--- config.mk ---
export PLATFORM = sky130hd
export DESIGN_NAME = cpu_datapath_top
export DESIGN_NICKNAME = d
export VERILOG_FILES = /design/src/hdl/cpu_pkg.sv /design/src/hdl/step_counter.sv /design/src/hdl/control_unit.sv /design/src/hdl/register_file.sv /design/src/hdl/special_regs.sv /design/src/hdl/alu_unit.sv /design/src/hdl/bus_mux.sv /design/src/hdl/cpu_datapath_top.sv
export SDC_FILE = /design/constraint.sdc
export NUM_CORES = 2
export LEC_CHECK = 0
export BUFFER_PORTS_ARGS = -buffer_cell sky130_fd_sc_hd__buf_4
export CORE_MARGIN = 2
export CORE_UTILIZATION = 45
export CTS_CLUSTER_DIAMETER = 40
export DETAILED_ROUTE_END_ITERATION = 6
export PLACE_DENSITY = 0.58
export REMOVE_ABC_BUFFERS = 1
export SLEW_MARGIN = 0
export SYNTH_ARGS = -nofsm -noshare
export SYNTH_HDL_FRONTEND = slang
export SYNTH_SLANG_ARGS = --single-unit
--- constraint.sdc ---
create_clock -name clk -period 9.8 [get_ports clk]
set_clock_uncertainty 0.2 [all_clocks]
set_input_delay 1.96 -clock clk [delete_from_list [all_inputs] [get_ports clk]]
set_output_delay 1.96 -clock clk [all_outputs]
set_load 0.05 [all_outputs]
--- src/hdl/cpu_pkg.sv ---
package cpu_pkg;

    // vector types
    typedef logic [31:0] word_t;     // data, address and instruction word
    typedef logic [4:0]  opcode_t;   // ir[31:27]
    typedef logic [3:0]  reg_idx_t;  // ra, rb or rc field
    typedef logic [2:0]  step_t;     // T0 to T7
    typedef logic [3:0]  src_sel_t;  // one-hot bus source

    // opcode values with 2 left unused
    localparam opcode_t op_ldw  = 5'd0;
    localparam opcode_t op_stw  = 5'd1;
    localparam opcode_t op_add  = 5'd3;
    localparam opcode_t op_sub  = 5'd4;
    localparam opcode_t op_and  = 5'd5;
    localparam opcode_t op_or   = 5'd6;
    localparam opcode_t op_halt = 5'd27;

    // instruction field positions
    localparam int opcode_lsb = 27;
    localparam int ra_lsb     = 23;
    localparam int rb_lsb     = 19;
    localparam int rc_lsb     = 15;

    // bit positions inside src_sel_t
    localparam int src_regs = 0;
    localparam int src_pc   = 1;
    localparam int src_mdr  = 2;
    localparam int src_zlow = 3;

endpackage

--- src/hdl/step_counter.sv ---
`timescale 1ns/1ps

module step_counter (
    input  logic           clk,
    input  logic           arst_n,
    input  logic           run,
    input  logic           end_instr,
    output cpu_pkg::step_t step
);

    // T-step of the instruction in flight
    always_ff @(posedge clk or negedge arst_n)
    begin
        if (!arst_n)
        begin
            step <= '0;
        end
        else if (end_instr)
        begin
            step <= '0;             // next fetch starts at T0
        end
        else if (run)
        begin
            step <= step + 3'd1;
        end
    end

endmodule

--- src/hdl/control_unit.sv ---
`timescale 1ns/1ps

module control_unit (
    input  logic               clk,
    input  logic               arst_n,
    input  cpu_pkg::step_t     step,
    input  cpu_pkg::opcode_t   opcode,
    output logic               run,
    output logic               end_instr,
    output logic               pc_in,
    output logic               ir_in,
    output logic               mar_in,
    output logic               mdr_in,
    output logic               y_in,
    output logic               z_in,
    output logic               reg_in,
    output logic               mem_read,
    output logic               mem_write,
    output logic               inc_pc,
    output logic               reg_sel_a,
    output logic               reg_sel_b,
    output logic               reg_sel_c,
    output logic               halted,
    output cpu_pkg::src_sel_t  src_sel,
    output cpu_pkg::opcode_t   alu_op
);

    typedef enum logic [1:0] {cu_reset, cu_run, cu_halt} cu_state_t;

    cu_state_t state;
    cu_state_t state_next;
    logic      is_alu;
    logic      is_ldw;
    logic      is_stw;
    logic      is_halt;

    assign is_alu  = (opcode == cpu_pkg::op_add) || (opcode == cpu_pkg::op_sub) ||
                     (opcode == cpu_pkg::op_and) || (opcode == cpu_pkg::op_or);
    assign is_ldw  = (opcode == cpu_pkg::op_ldw);
    assign is_stw  = (opcode == cpu_pkg::op_stw);
    assign is_halt = (opcode == cpu_pkg::op_halt);

    // cu_reset covers the first cycle after reset, fetch T0 already runs in it
    assign run    = (state != cu_halt);
    assign halted = (state == cu_halt);

    always_ff @(posedge clk or negedge arst_n)
    begin
        if (!arst_n)
        begin
            state <= cu_reset;
        end
        else
        begin
            state <= state_next;
        end
    end

    always_comb
    begin
        case (state)
            cu_reset: state_next = cu_run;
            cu_run:   state_next = (is_halt && step == 3'd3) ? cu_halt : cu_run;
            cu_halt:  state_next = cu_halt;   // left only through reset
            default:  state_next = cu_reset;
        endcase
    end

    // step and opcode to strobes
    always_comb
    begin
        end_instr = 1'b0;
        pc_in     = 1'b0;
        ir_in     = 1'b0;
        mar_in    = 1'b0;
        mdr_in    = 1'b0;
        y_in      = 1'b0;
        z_in      = 1'b0;
        reg_in    = 1'b0;
        mem_read  = 1'b0;
        mem_write = 1'b0;
        inc_pc    = 1'b0;
        reg_sel_a = 1'b0;
        reg_sel_b = 1'b0;
        reg_sel_c = 1'b0;
        src_sel   = '0;
        alu_op    = '0;
        if (run)
        begin
            case (step)
                3'd0:
                begin
                    src_sel[cpu_pkg::src_pc] = 1'b1;    // mar <- pc, z <- pc + 1
                    mar_in = 1'b1;
                    z_in   = 1'b1;
                    inc_pc = 1'b1;
                end
                3'd1:
                begin
                    src_sel[cpu_pkg::src_zlow] = 1'b1;  // pc <- zlow, mdr <- mem
                    pc_in    = 1'b1;
                    mem_read = 1'b1;
                    mdr_in   = 1'b1;
                end
                3'd2:
                begin
                    src_sel[cpu_pkg::src_mdr] = 1'b1;   // ir <- mdr
                    ir_in = 1'b1;
                end
                3'd3:
                begin
                    if (is_alu)
                    begin
                        src_sel[cpu_pkg::src_regs] = 1'b1;  // y <- rb
                        reg_sel_b = 1'b1;
                        y_in      = 1'b1;
                    end
                    else if (is_ldw || is_stw)
                    begin
                        src_sel[cpu_pkg::src_pc] = 1'b1;    // address of operand word
                        mar_in = 1'b1;
                        z_in   = 1'b1;
                        inc_pc = 1'b1;
                    end
                    else
                    begin
                        end_instr = 1'b1;   // halt, unknown opcodes act as nop
                    end
                end
                3'd4:
                begin
                    if (is_alu)
                    begin
                        src_sel[cpu_pkg::src_regs] = 1'b1;  // z <- y op rc
                        reg_sel_c = 1'b1;
                        alu_op    = opcode;
                        z_in      = 1'b1;
                    end
                    else
                    begin
                        src_sel[cpu_pkg::src_zlow] = 1'b1;  // skip pc past the operand
                        pc_in    = 1'b1;
                        mem_read = 1'b1;
                        mdr_in   = 1'b1;
                    end
                end
                3'd5:
                begin
                    if (is_alu)
                    begin
                        src_sel[cpu_pkg::src_zlow] = 1'b1;
                        reg_sel_a = 1'b1;
                        reg_in    = 1'b1;
                        end_instr = 1'b1;
                    end
                    else if (is_ldw)
                    begin
                        src_sel[cpu_pkg::src_mdr] = 1'b1;   // ra <- loaded word
                        reg_sel_a = 1'b1;
                        reg_in    = 1'b1;
                        end_instr = 1'b1;
                    end
                    else
                    begin
                        src_sel[cpu_pkg::src_mdr] = 1'b1;   // store address to mar
                        mar_in = 1'b1;
                    end
                end
                3'd6:
                begin
                    src_sel[cpu_pkg::src_regs] = 1'b1;      // stw only, mdr <- ra
                    reg_sel_a = 1'b1;
                    mdr_in    = 1'b1;
                end
                default:
                begin
                    mem_write = 1'b1;                       // stw T7
                    end_instr = 1'b1;
                end
            endcase
        end
    end

endmodule

--- src/hdl/register_file.sv ---
`timescale 1ns/1ps

module register_file #(
    parameter int num_regs = 16
) (
    input  logic              clk,
    input  logic              arst_n,
    input  cpu_pkg::word_t    bus,
    input  logic              reg_in,
    input  cpu_pkg::reg_idx_t sel_idx,
    output cpu_pkg::word_t    reg_out
);

    localparam int idx_w = $clog2(num_regs);

    cpu_pkg::word_t   regs [num_regs];
    logic [idx_w-1:0] idx;

    // only the low bits address the file when num_regs is 8
    assign idx = sel_idx[idx_w-1:0];

    always_ff @(posedge clk or negedge arst_n)
    begin
        if (!arst_n)
        begin
            for (int i = 0; i < num_regs; i++)
            begin
                regs[i] <= '0;
            end
        end
        else if (reg_in)
        begin
            regs[idx] <= bus;
        end
    end

    assign reg_out = regs[idx];   // selected register always on the mux input

endmodule

--- src/hdl/special_regs.sv ---
`timescale 1ns/1ps

module special_regs (
    input  logic              clk,
    input  logic              arst_n,
    input  cpu_pkg::word_t    bus,
    input  logic              pc_in,
    input  logic              ir_in,
    input  logic              mar_in,
    input  logic              mdr_in,
    input  logic              mem_read,
    input  logic              reg_sel_a,
    input  logic              reg_sel_b,
    input  logic              reg_sel_c,
    input  cpu_pkg::word_t    mem_rdata,
    output cpu_pkg::word_t    pc,
    output cpu_pkg::word_t    mdr,
    output cpu_pkg::word_t    mar,
    output cpu_pkg::opcode_t  opcode,
    output cpu_pkg::reg_idx_t sel_idx
);

    cpu_pkg::word_t ir;

    always_ff @(posedge clk or negedge arst_n)
    begin
        if (!arst_n)
        begin
            pc  <= '0;   // fetch begins at address 0
            ir  <= '0;
            mar <= '0;
            mdr <= '0;
        end
        else
        begin
            if (pc_in)  pc  <= bus;
            if (ir_in)  ir  <= bus;
            if (mar_in) mar <= bus;
            if (mdr_in) mdr <= mem_read ? mem_rdata : bus;  // memory wins on a read
        end
    end

    assign opcode = ir[cpu_pkg::opcode_lsb +: 5];

    // register field chosen by the gra/grb/grc strobes
    always_comb
    begin
        if (reg_sel_a)
            sel_idx = ir[cpu_pkg::ra_lsb +: 4];
        else if (reg_sel_b)
            sel_idx = ir[cpu_pkg::rb_lsb +: 4];
        else if (reg_sel_c)
            sel_idx = ir[cpu_pkg::rc_lsb +: 4];
        else
            sel_idx = '0;
    end

endmodule

--- src/hdl/alu_unit.sv ---
`timescale 1ns/1ps

module alu_unit (
    input  logic             clk,
    input  logic             arst_n,
    input  cpu_pkg::word_t   bus,
    input  logic             y_in,
    input  logic             z_in,
    input  logic             inc_pc,
    input  cpu_pkg::opcode_t alu_op,
    output cpu_pkg::word_t   zlow
);

    cpu_pkg::word_t y;
    cpu_pkg::word_t z;
    cpu_pkg::word_t result;

    always_comb
    begin
        if (inc_pc)
        begin
            result = bus + 32'd1;   // pc + 1 during fetch
        end
        else
        begin
            case (alu_op)
                cpu_pkg::op_and: result = y & bus;
                cpu_pkg::op_or:  result = y | bus;
                cpu_pkg::op_add: result = y + bus;
                cpu_pkg::op_sub: result = y - bus;   // y holds rb, bus holds rc
                default:         result = bus;
            endcase
        end
    end

    always_ff @(posedge clk or negedge arst_n)
    begin
        if (!arst_n)
        begin
            y <= '0;
            z <= '0;
        end
        else
        begin
            if (y_in) y <= bus;
            if (z_in) z <= result;
        end
    end

    assign zlow = z;   // no zhigh on this machine

endmodule

--- src/hdl/bus_mux.sv ---
`timescale 1ns/1ps

module bus_mux (
    input  cpu_pkg::src_sel_t src_sel,
    input  cpu_pkg::word_t    reg_out,
    input  cpu_pkg::word_t    pc,
    input  cpu_pkg::word_t    mdr,
    input  cpu_pkg::word_t    zlow,
    output cpu_pkg::word_t    bus
);

    // and-or of one-hot sources, all zero gives an idle bus of 0
    always_comb
    begin
        bus = '0;
        if (src_sel[cpu_pkg::src_regs]) bus = bus | reg_out;
        if (src_sel[cpu_pkg::src_pc])   bus = bus | pc;
        if (src_sel[cpu_pkg::src_mdr])  bus = bus | mdr;
        if (src_sel[cpu_pkg::src_zlow]) bus = bus | zlow;
    end

endmodule

--- src/hdl/cpu_datapath_top.sv ---
`timescale 1ns/1ps

module cpu_datapath_top #(
    parameter int num_regs = 16
) (
    input  logic           clk,
    input  logic           arst_n,
    input  cpu_pkg::word_t mem_rdata,
    output cpu_pkg::word_t mem_addr,
    output cpu_pkg::word_t mem_wdata,
    output logic           mem_read,
    output logic           mem_write,
    output logic           halted
);

    cpu_pkg::step_t    step;
    cpu_pkg::opcode_t  opcode;
    cpu_pkg::opcode_t  alu_op;
    cpu_pkg::src_sel_t src_sel;
    cpu_pkg::reg_idx_t sel_idx;
    cpu_pkg::word_t    bus;
    cpu_pkg::word_t    reg_out;
    cpu_pkg::word_t    pc;
    cpu_pkg::word_t    mdr;
    cpu_pkg::word_t    zlow;
    logic run;
    logic end_instr;
    logic pc_in;
    logic ir_in;
    logic mar_in;
    logic mdr_in;
    logic y_in;
    logic z_in;
    logic reg_in;
    logic inc_pc;
    logic reg_sel_a;
    logic reg_sel_b;
    logic reg_sel_c;

    assign mem_wdata = mdr;   // stores always come from mdr

    step_counter step_counter_inst (
        .clk(clk), .arst_n(arst_n), .run(run), .end_instr(end_instr), .step(step)
    );

    control_unit control_unit_inst (
        .clk(clk), .arst_n(arst_n), .step(step), .opcode(opcode),
        .run(run), .end_instr(end_instr),
        .pc_in(pc_in), .ir_in(ir_in), .mar_in(mar_in), .mdr_in(mdr_in),
        .y_in(y_in), .z_in(z_in), .reg_in(reg_in),
        .mem_read(mem_read), .mem_write(mem_write), .inc_pc(inc_pc),
        .reg_sel_a(reg_sel_a), .reg_sel_b(reg_sel_b), .reg_sel_c(reg_sel_c),
        .halted(halted), .src_sel(src_sel), .alu_op(alu_op)
    );

    register_file #(.num_regs(num_regs)) register_file_inst (
        .clk(clk), .arst_n(arst_n), .bus(bus), .reg_in(reg_in),
        .sel_idx(sel_idx), .reg_out(reg_out)
    );

    special_regs special_regs_inst (
        .clk(clk), .arst_n(arst_n), .bus(bus),
        .pc_in(pc_in), .ir_in(ir_in), .mar_in(mar_in), .mdr_in(mdr_in),
        .mem_read(mem_read),
        .reg_sel_a(reg_sel_a), .reg_sel_b(reg_sel_b), .reg_sel_c(reg_sel_c),
        .mem_rdata(mem_rdata),
        .pc(pc), .mdr(mdr), .mar(mem_addr), .opcode(opcode), .sel_idx(sel_idx)
    );

    alu_unit alu_unit_inst (
        .clk(clk), .arst_n(arst_n), .bus(bus), .y_in(y_in), .z_in(z_in),
        .inc_pc(inc_pc), .alu_op(alu_op), .zlow(zlow)
    );

    bus_mux bus_mux_inst (
        .src_sel(src_sel), .reg_out(reg_out), .pc(pc), .mdr(mdr), .zlow(zlow), .bus(bus)
    );

endmodule

Word-level counts from Yosys, hierarchy flattened
Cells that the tools add are included.
{ "totals": {"ff_bits": 709, "out_inout_bits": 67, "word_cells": 130} }
{ "op_classes": {"add_sub_neg": 4, "order_cmp": 2, "n_eq_ne": 19, "n_mux": 61, "n_bitwise": 6, "n_reduce_logical": 14} }
{ "ops": {"columns": ["op", "n"], "rows": [
  ["$bwmux W512", 1],
  ["$mux W32", 9],
  ["$bmux W32 S4", 1],
  ["$demux W32 S4", 1],
  ["$or A32 B32 Y32", 4],
  ["$pmux W32 S4", 1],
  ["$add A32 B1 Y32 const B", 1],
  ["$add A32 B32 Y32", 1],
  ["$and A32 B32 Y32", 1],
  ["$sub A32 B32 Y32", 1],
  ["$eq A5 B3 Y1 const B", 6],
  ["$mux W1", 27],
  ["$mux W4", 4],
  ["$mux W5", 3],
  ["$pmux W1 S2", 6],
  ["$pmux W1 S3", 4],
  ["$eq A5 B2 Y1 const B", 2],
  ["$eq A3 B3 Y1 const B", 3],
  ["$reduce_or A7 Y1", 1],
  ["$eq A3 B2 Y1 const B", 2],
  ["$mux W3", 2],
  ["$pmux W2 S3", 1],
  ["$eq A5 B1 Y1 const B", 1],
  ["$eq A5 B5 Y1 const B", 1],
  ["other kinds (17)", 22]
]} }

Depth between registers and ports, before layout
{ "logic_depth": {"depth_word": 24, "ltp_mapped": 38, "ltp_nobuf": 28} }

Modules after synthesis
A second synthesis with hierarchy kept.
{ "unflattened": {"hier_cells": 2746, "hier_area_um2": 35366.4} }
{ "by_module_without_submodules": {"columns": ["mod", "n_inst", "cells_per_inst", "area_per_inst_um2", "seq_area_each_um2"], "rows": [
  ["register_file", 1, 1407, 22871.9, 12812.3],
  ["alu_unit", 1, 818, 6452.4, 1601.5],
  ["special_regs", 1, 332, 4758.3, 2827.7],
  ["bus_mux", 1, 108, 698.2, 0.0],
  ["control_unit", 1, 70, 449.2, 50.0],
  ["step_counter", 1, 11, 136.4, 75.1]
]} }

Worst setup path before layout
No wires, ideal clock.
{ "synth_timing": {"kind": "reg2reg", "from": "register step_counter_inst.step[2]", "to": "register alu_unit_inst.z[30] (netlist: alu_unit_inst.zlow[30])", "setup_ns": 0.067, "t_arrival_ns": 7.279, "required_ns": 9.533, "path_slack_ns": 2.254, "stages_incl_launch_ff": 36, "path_buffers": 8, "synth_period_minus_slack_ns": 7.546, "cell_sequence": "dfrtp_1 -> clkbuf_1 -> inv_1 -> clkbuf_1 -> ha_1 -> clkbuf_1 -> clkbuf_1 -> nand2_1 -> o21ai_0 -> nand2_1 -> o31ai_1 -> clkbuf_1 -> buf_1 -> o41ai_1 -> o221a_1 -> a31oi_1 -> buf_2 -> buf_1 -> ha_1 -> nand3_1 -> inv_1 -> a31oi_1 -> xor2_1 -> ha_1 -> o21a_1 -> o21ai_0 -> o21ai_0 -> o2111ai_1 -> a41oi_1 -> a41oi_1 -> a2111oi_0 -> o21a_1 -> o21ai_0 -> mux2_2 -> o21ai_0 -> o221a_1"} }
{ "synth_between": {"elab_chain_len": 20} }
{ "synth_rtl": {"columns": ["item", "line_no", "source"], "rows": [
  ["start, declared", "step_counter.sv:8", "output cpu_pkg::step_t step"],
  ["start signal, assigned", "step_counter.sv:24", "step <= step + 3'd1;"],
  ["$eq A3 B3 Y1", "control_unit.sv:90", "case (step)"],
  ["$mux W1", "control_unit.sv:90", null],
  ["$mux W1", "control_unit.sv:88", "if (run)"],
  ["$mux W4", "special_regs.sv:52", "else if (reg_sel_c)"],
  ["$mux W4", "special_regs.sv:50", "else if (reg_sel_b)"],
  ["$mux W4", "special_regs.sv:48", "if (reg_sel_a)"],
  ["$not A4 Y5 (implied by the code)", "register_file.sv:37", "assign reg_out = regs[idx];"],
  ["$bmux W32 S4", "register_file.sv:37", null],
  ["[... 4 more ...]", null, null],
  ["$mux W32", "bus_mux.sv:17", "if (src_sel[cpu_pkg::src_pc]) bus = bus | pc;"],
  ["$or A32 B32 Y32", "bus_mux.sv:18", "if (src_sel[cpu_pkg::src_mdr]) bus = bus | mdr;"],
  ["$mux W32", "bus_mux.sv:18", null],
  ["$or A32 B32 Y32", "bus_mux.sv:19", "if (src_sel[cpu_pkg::src_zlow]) bus = bus | zlow;"],
  ["$mux W32", "bus_mux.sv:19", null],
  ["$sub A32 B32 Y32, or another cell as far along", "alu_unit.sv:30", "cpu_pkg::op_sub: result = y - bus;"],
  ["$pmux W32 S4", "alu_unit.sv:26", "case (alu_op)"],
  ["$mux W32", "alu_unit.sv:20", "if (inc_pc)"],
  ["end signal, assigned", "alu_unit.sv:46", "if (z_in) z <= result;"],
  ["end, declared", "alu_unit.sv:15", "cpu_pkg::word_t z;"]
]} }
Parallel ways exist; a longest one is shown, timed or not. The select of a mux whose other input is x is not followed.
A chain may end at the register's enable or synchronous reset.

Final worst setup path
{ "layout_timing": {"from": "register step_counter_inst.step[1]", "to": "register alu_unit_inst.z[30] (netlist: alu_unit_inst.zlow[30])"} }
Same word-level chain as after synthesis.

==> impl_metrics.env <==
export IMPL_outcome="complete, no violations"
export IMPL_synth_top_area_share_pct=50.64
export IMPL_yosysMostFrequentCell="dfrtp_1"
export IMPL_syn_area_mm2=0.03430
export IMPL_vias=29400
export IMPL_grt_overflow=0
export IMPL_path_class="flip-flop to flip-flop"
export IMPL_fmax_ghz=0.1118
export IMPL_grt_use_met1_pct=43.93
export IMPL_cp_arrival_ns=9.34
export IMPL_synth_edf_count=0
export IMPL_synthCells=3778
export IMPL_clockPowerShare_pct=28.3
export IMPL_drc=0
export IMPL_setup_viol=0
export IMPL_cts_repair_resized=0
export IMPL_rsz0062_at_grt="false"
export IMPL_ios=101
export IMPL_yosysTopAreaCell="dfrtp_1"
export IMPL_grt_pass1_wl_um=186300
export IMPL_tns_ns=0
export IMPL_wl_per_cell_um=25.53
export IMPL_synth_xor_area_share_pct=2.094
export IMPL_netSwitchingFraction_pct=45.87
export IMPL_power_density_mw_per_mm2=364.0
export IMPL_p_sw_uw=6651
export IMPL_track_usage_pct=31.37
export IMPL_path_clk_slew_ns=0.05
export IMPL_synth_compound_area_share_pct=27.56
export IMPL_reg2reg_from="step_counter_inst.step[1]$_DFFE_PN0P_"
export IMPL_p_int_uw=7849
export IMPL_rows=101
export IMPL_peakVddDrop_mv=0.3492
export IMPL_path_max_fanout=52
export IMPL_syn_to_final_growth_pct=16.14
export IMPL_cts_setup_buffers=0
export IMPL_max_slew_worst_pin_slew_ns=1.159
export IMPL_async_flop_share_pct=100.0
export IMPL_period_minus_slack_ns=8.941
export IMPL_cts_tree="built"
export IMPL_grt_most_used_layer="met2"
export IMPL_grt_max_degree=159
export IMPL_core_mm2=0.07570
export IMPL_start_kind="flip-flop"
export IMPL_grtUsageMet3_pct=5.546
export IMPL_hold_ws_ns=0.2608
export IMPL_drv_slew=0
export IMPL_antenna_found_initial=1
export IMPL_crit_start="step_counter_inst.step[1]$_DFFE_PN0P_"
export IMPL_synthMuxAreaShare_pct=0.1569
export IMPL_dr_first_iter_drc_count=2911
export IMPL_cap_viol_max_count=0
export IMPL_htree_num_levels=3
export IMPL_ys_seq_elements=694
export IMPL_hold_path_class="flip-flop to flip-flop"
export IMPL_ys_seq_area_share_pct=50.64
export IMPL_cts_sinks=694
export IMPL_routed_via_density=6.112
export IMPL_register_area_mm2=0.01737
export IMPL_cts_made_buffers=111
export IMPL_ant_nets=0
export IMPL_yosys_warnings=0
export IMPL_use_met2_pct=49.21
export IMPL_synthTopCellsByArea="dfrtp_1 51%, a21oi_1 7.2%, o21ai_0 6.2%"
export IMPL_period_share_pct=91.24
export IMPL_leakage_uw=0.01786
export IMPL_ys_flop_type="dfrtp_1"
export IMPL_slew_headroom_pct=22.76
export IMPL_rr_worst_depth=26
export IMPL_hp_start="control_unit_inst.state[1]$_DFF_PN0_"
export IMPL_cts_buffer_depth=3
export IMPL_start_util_pct=45.31
export IMPL_place_congestion=0.9055
export IMPL_min_path_cells=1
export IMPL_die_h_um=280.1
export IMPL_synthSimpleGateAreaFrac_pct=12.81
export IMPL_io_buffers=100
export IMPL_grt_pass1_vias=28740
export IMPL_drt_pass1_iter_count=7
export IMPL_multi_input_area_mm2=0.01545
export IMPL_die_area_mm2=0.07844
export IMPL_die_x_um=280.1
export IMPL_yosysUniqueCellTypes=102
export IMPL_pwr_share_seq_pct=25.2
export IMPL_ys_top_cells_by_count="694 x dfrtp_1, 496 x a21oi_1, 466 x nor2_1"
export IMPL_yosys_area_share_adder_pct=1.518
export IMPL_cts_hold_buf=0
export IMPL_synth_top_family_by_area="compound AO/OA/AOI/OAI gates"
export IMPL_syn_avg_cell_area_um2=9.078
export IMPL_finalHoldViolCount=0
export IMPL_combPwrFrac_pct=46.5
export IMPL_wirelength_um=122800
export IMPL_hpwlAfterDp_um=75200
export IMPL_clock_latency_ns=0.67
export IMPL_root_buffer="clkbuf_16"
export IMPL_end_kind="flip-flop"
export IMPL_nFillCells=6931
export IMPL_drive_gt1_share_pct=13.42
export IMPL_worst_ep_required_time_ns=10.20
export IMPL_finalNetCount=3810
[stage by stage]
stage / instance area (um2) / power [uW] / cells / util, % / setup WS [ns]
after detailed placement: 35900 / 10280 / 4600 / 47.42 / 1.062
after global placement: 35900 / 10280 / 4600 / 47.42 / 1.184
after global routing: 39830 / 15170 / 4809 / 52.62 / 0.2632
after floorplan: 32710 / 7569 / 3413 / - / 0.08424
after CTS: 39830 / 14410 / 4809 / 52.62 / 1.005
final: 39830 / 14500 / 4810 / 52.62 / 0.8589
[power groups by stage]
| stage | combinational [uW] | sequential, uW | clock [uW] |
|---|---|---|---|
| after floorplan | 3530 | 4040 | 0 |
| after global placement | 6590 | 3690 | 0 |
| after detailed placement | 6590 | 3700 | 0 |
| after CTS | 6630 | 3650 | 4140 |
| after global routing | 7200 | 3700 | 4280 |
| final | 6740 | 3660 | 4100 |
[state kept, by name (all words and copies together), names as in the netlist, 3 cells and up]
name                     cells
alu_unit_inst.y             32
special_regs_inst.pc        32
special_regs_inst.ir        17
alu_unit_inst.zlow          32
special_regs_inst.mar       32
register_file_inst.regs    512
special_regs_inst.mdr       32
step_counter_inst.step       3
[kinds of logic after synthesis]
family,Yosys count
AOI/OAI and AO/OA,1512
and+or+nand+nor,1025
DFF,694
buffers and inverters,419
xor gates and xnor gates,82
adders and majority gates,41
muxes,5
[metal layers]
metal / vias up / wire, um / share of wire (%)
li1: 13420 / - / -
met1: 14600 / 53920 / 44
met2: 1146 / 55910 / 46
met3: 231 / 9073 / 7.4
met4: 2 / 3866 / 3.1
met5: - / 15 / 0.012
[critical path, stage by stage (launching register included)]
cell and delay [ns]:
dfrtp_1 0.41, inv_1 0.12, ha_1 0.28, or3b_2 0.53
o221ai_4 0.31, nand3_1 0.76, a21o_4 0.74, o31ai_1 0.32
a21oi_1 0.10, a31oi_4 0.40, and4_1 0.47, and3_1 0.34
a31oi_1 0.14, xor2_1 0.18, ha_1 0.36, o21a_1 0.13
o21ai_0 0.12, o21ai_0 0.40, o2111ai_1 0.24, a41oi_1 0.44
a41oi_1 0.25, a2111oi_0 0.70, o21a_1 0.21, o21ai_0 0.09
mux2_2 0.28, o21ai_0 0.16, o221a_1 0.19
[cell type report]
| cell class | instances | area share [%] |
|---|---|---|
| Antenna cell | 1 | 0.006283 |
| Timing Repair Buffer | 209 | 4.147 |
| Tap cell | 978 | 3.072 |
| Clock buffer | 131 | 7.523 |
| Clock inverter | 78 | 2.347 |
| Multi-Input combinational cell | 2665 | 38.79 |
| Inverter | 54 | 0.5089 |
| Sequential cell | 694 | 43.60 |
[path summary, 6_finish.rpt]
kind	endpoint	slack (ns)
worst min-delay path	control_unit_inst.state[0]$_DFF_PN0_	0.26
max in group asynchronous	alu_unit_inst.y[9]$_DFFE_PN0P_	6.81
worst min register to register	control_unit_inst.state[0]$_DFF_PN0_	0.26
worst max register to register	alu_unit_inst.zlow[30]$_DFFE_PN0P_	0.86
min in group asynchronous	register_file_inst.regs[313]$_DFFE_PN0P_	1.14
worst max-delay path	alu_unit_inst.zlow[30]$_DFFE_PN0P_	0.86
[cells in the final DEF, fill, tap and decap left out, types with 13 or more instances in the layout]
cell type,Yosys,routed
o221ai_1,23,23
nor2_1,466,456
and3_1,19,19
xor2_1,52,52
o22ai_1,97,97
nand2_1,397,389
o21a_1,14,14
bufinv_16,0,13
a211oi_1,24,24
a21boi_0,14,14
nor3_1,22,20
a221o_1,16,16
o211ai_1,15,15
o31a_1,43,43
a21o_1,114,113
o31ai_1,32,29
a222oi_1,19,19
buf_4,16,202
xnor2_1,30,30
inv_6,0,16
a2111oi_0,18,18
clkinv_4,0,13
inv_1,53,53
clkinv_2,0,14
clkbuf_16,0,114
clkinvlp_4,0,16
and2_1,19,15
o221a_2,14,14
dfrtp_1,694,694
a221oi_1,14,14
ha_1,40,40
o21ai_0,423,423
nand3_1,18,16
a21oi_1,496,494
o2111ai_1,22,21
No activity file was read; power rests on OpenSTA's default activity.
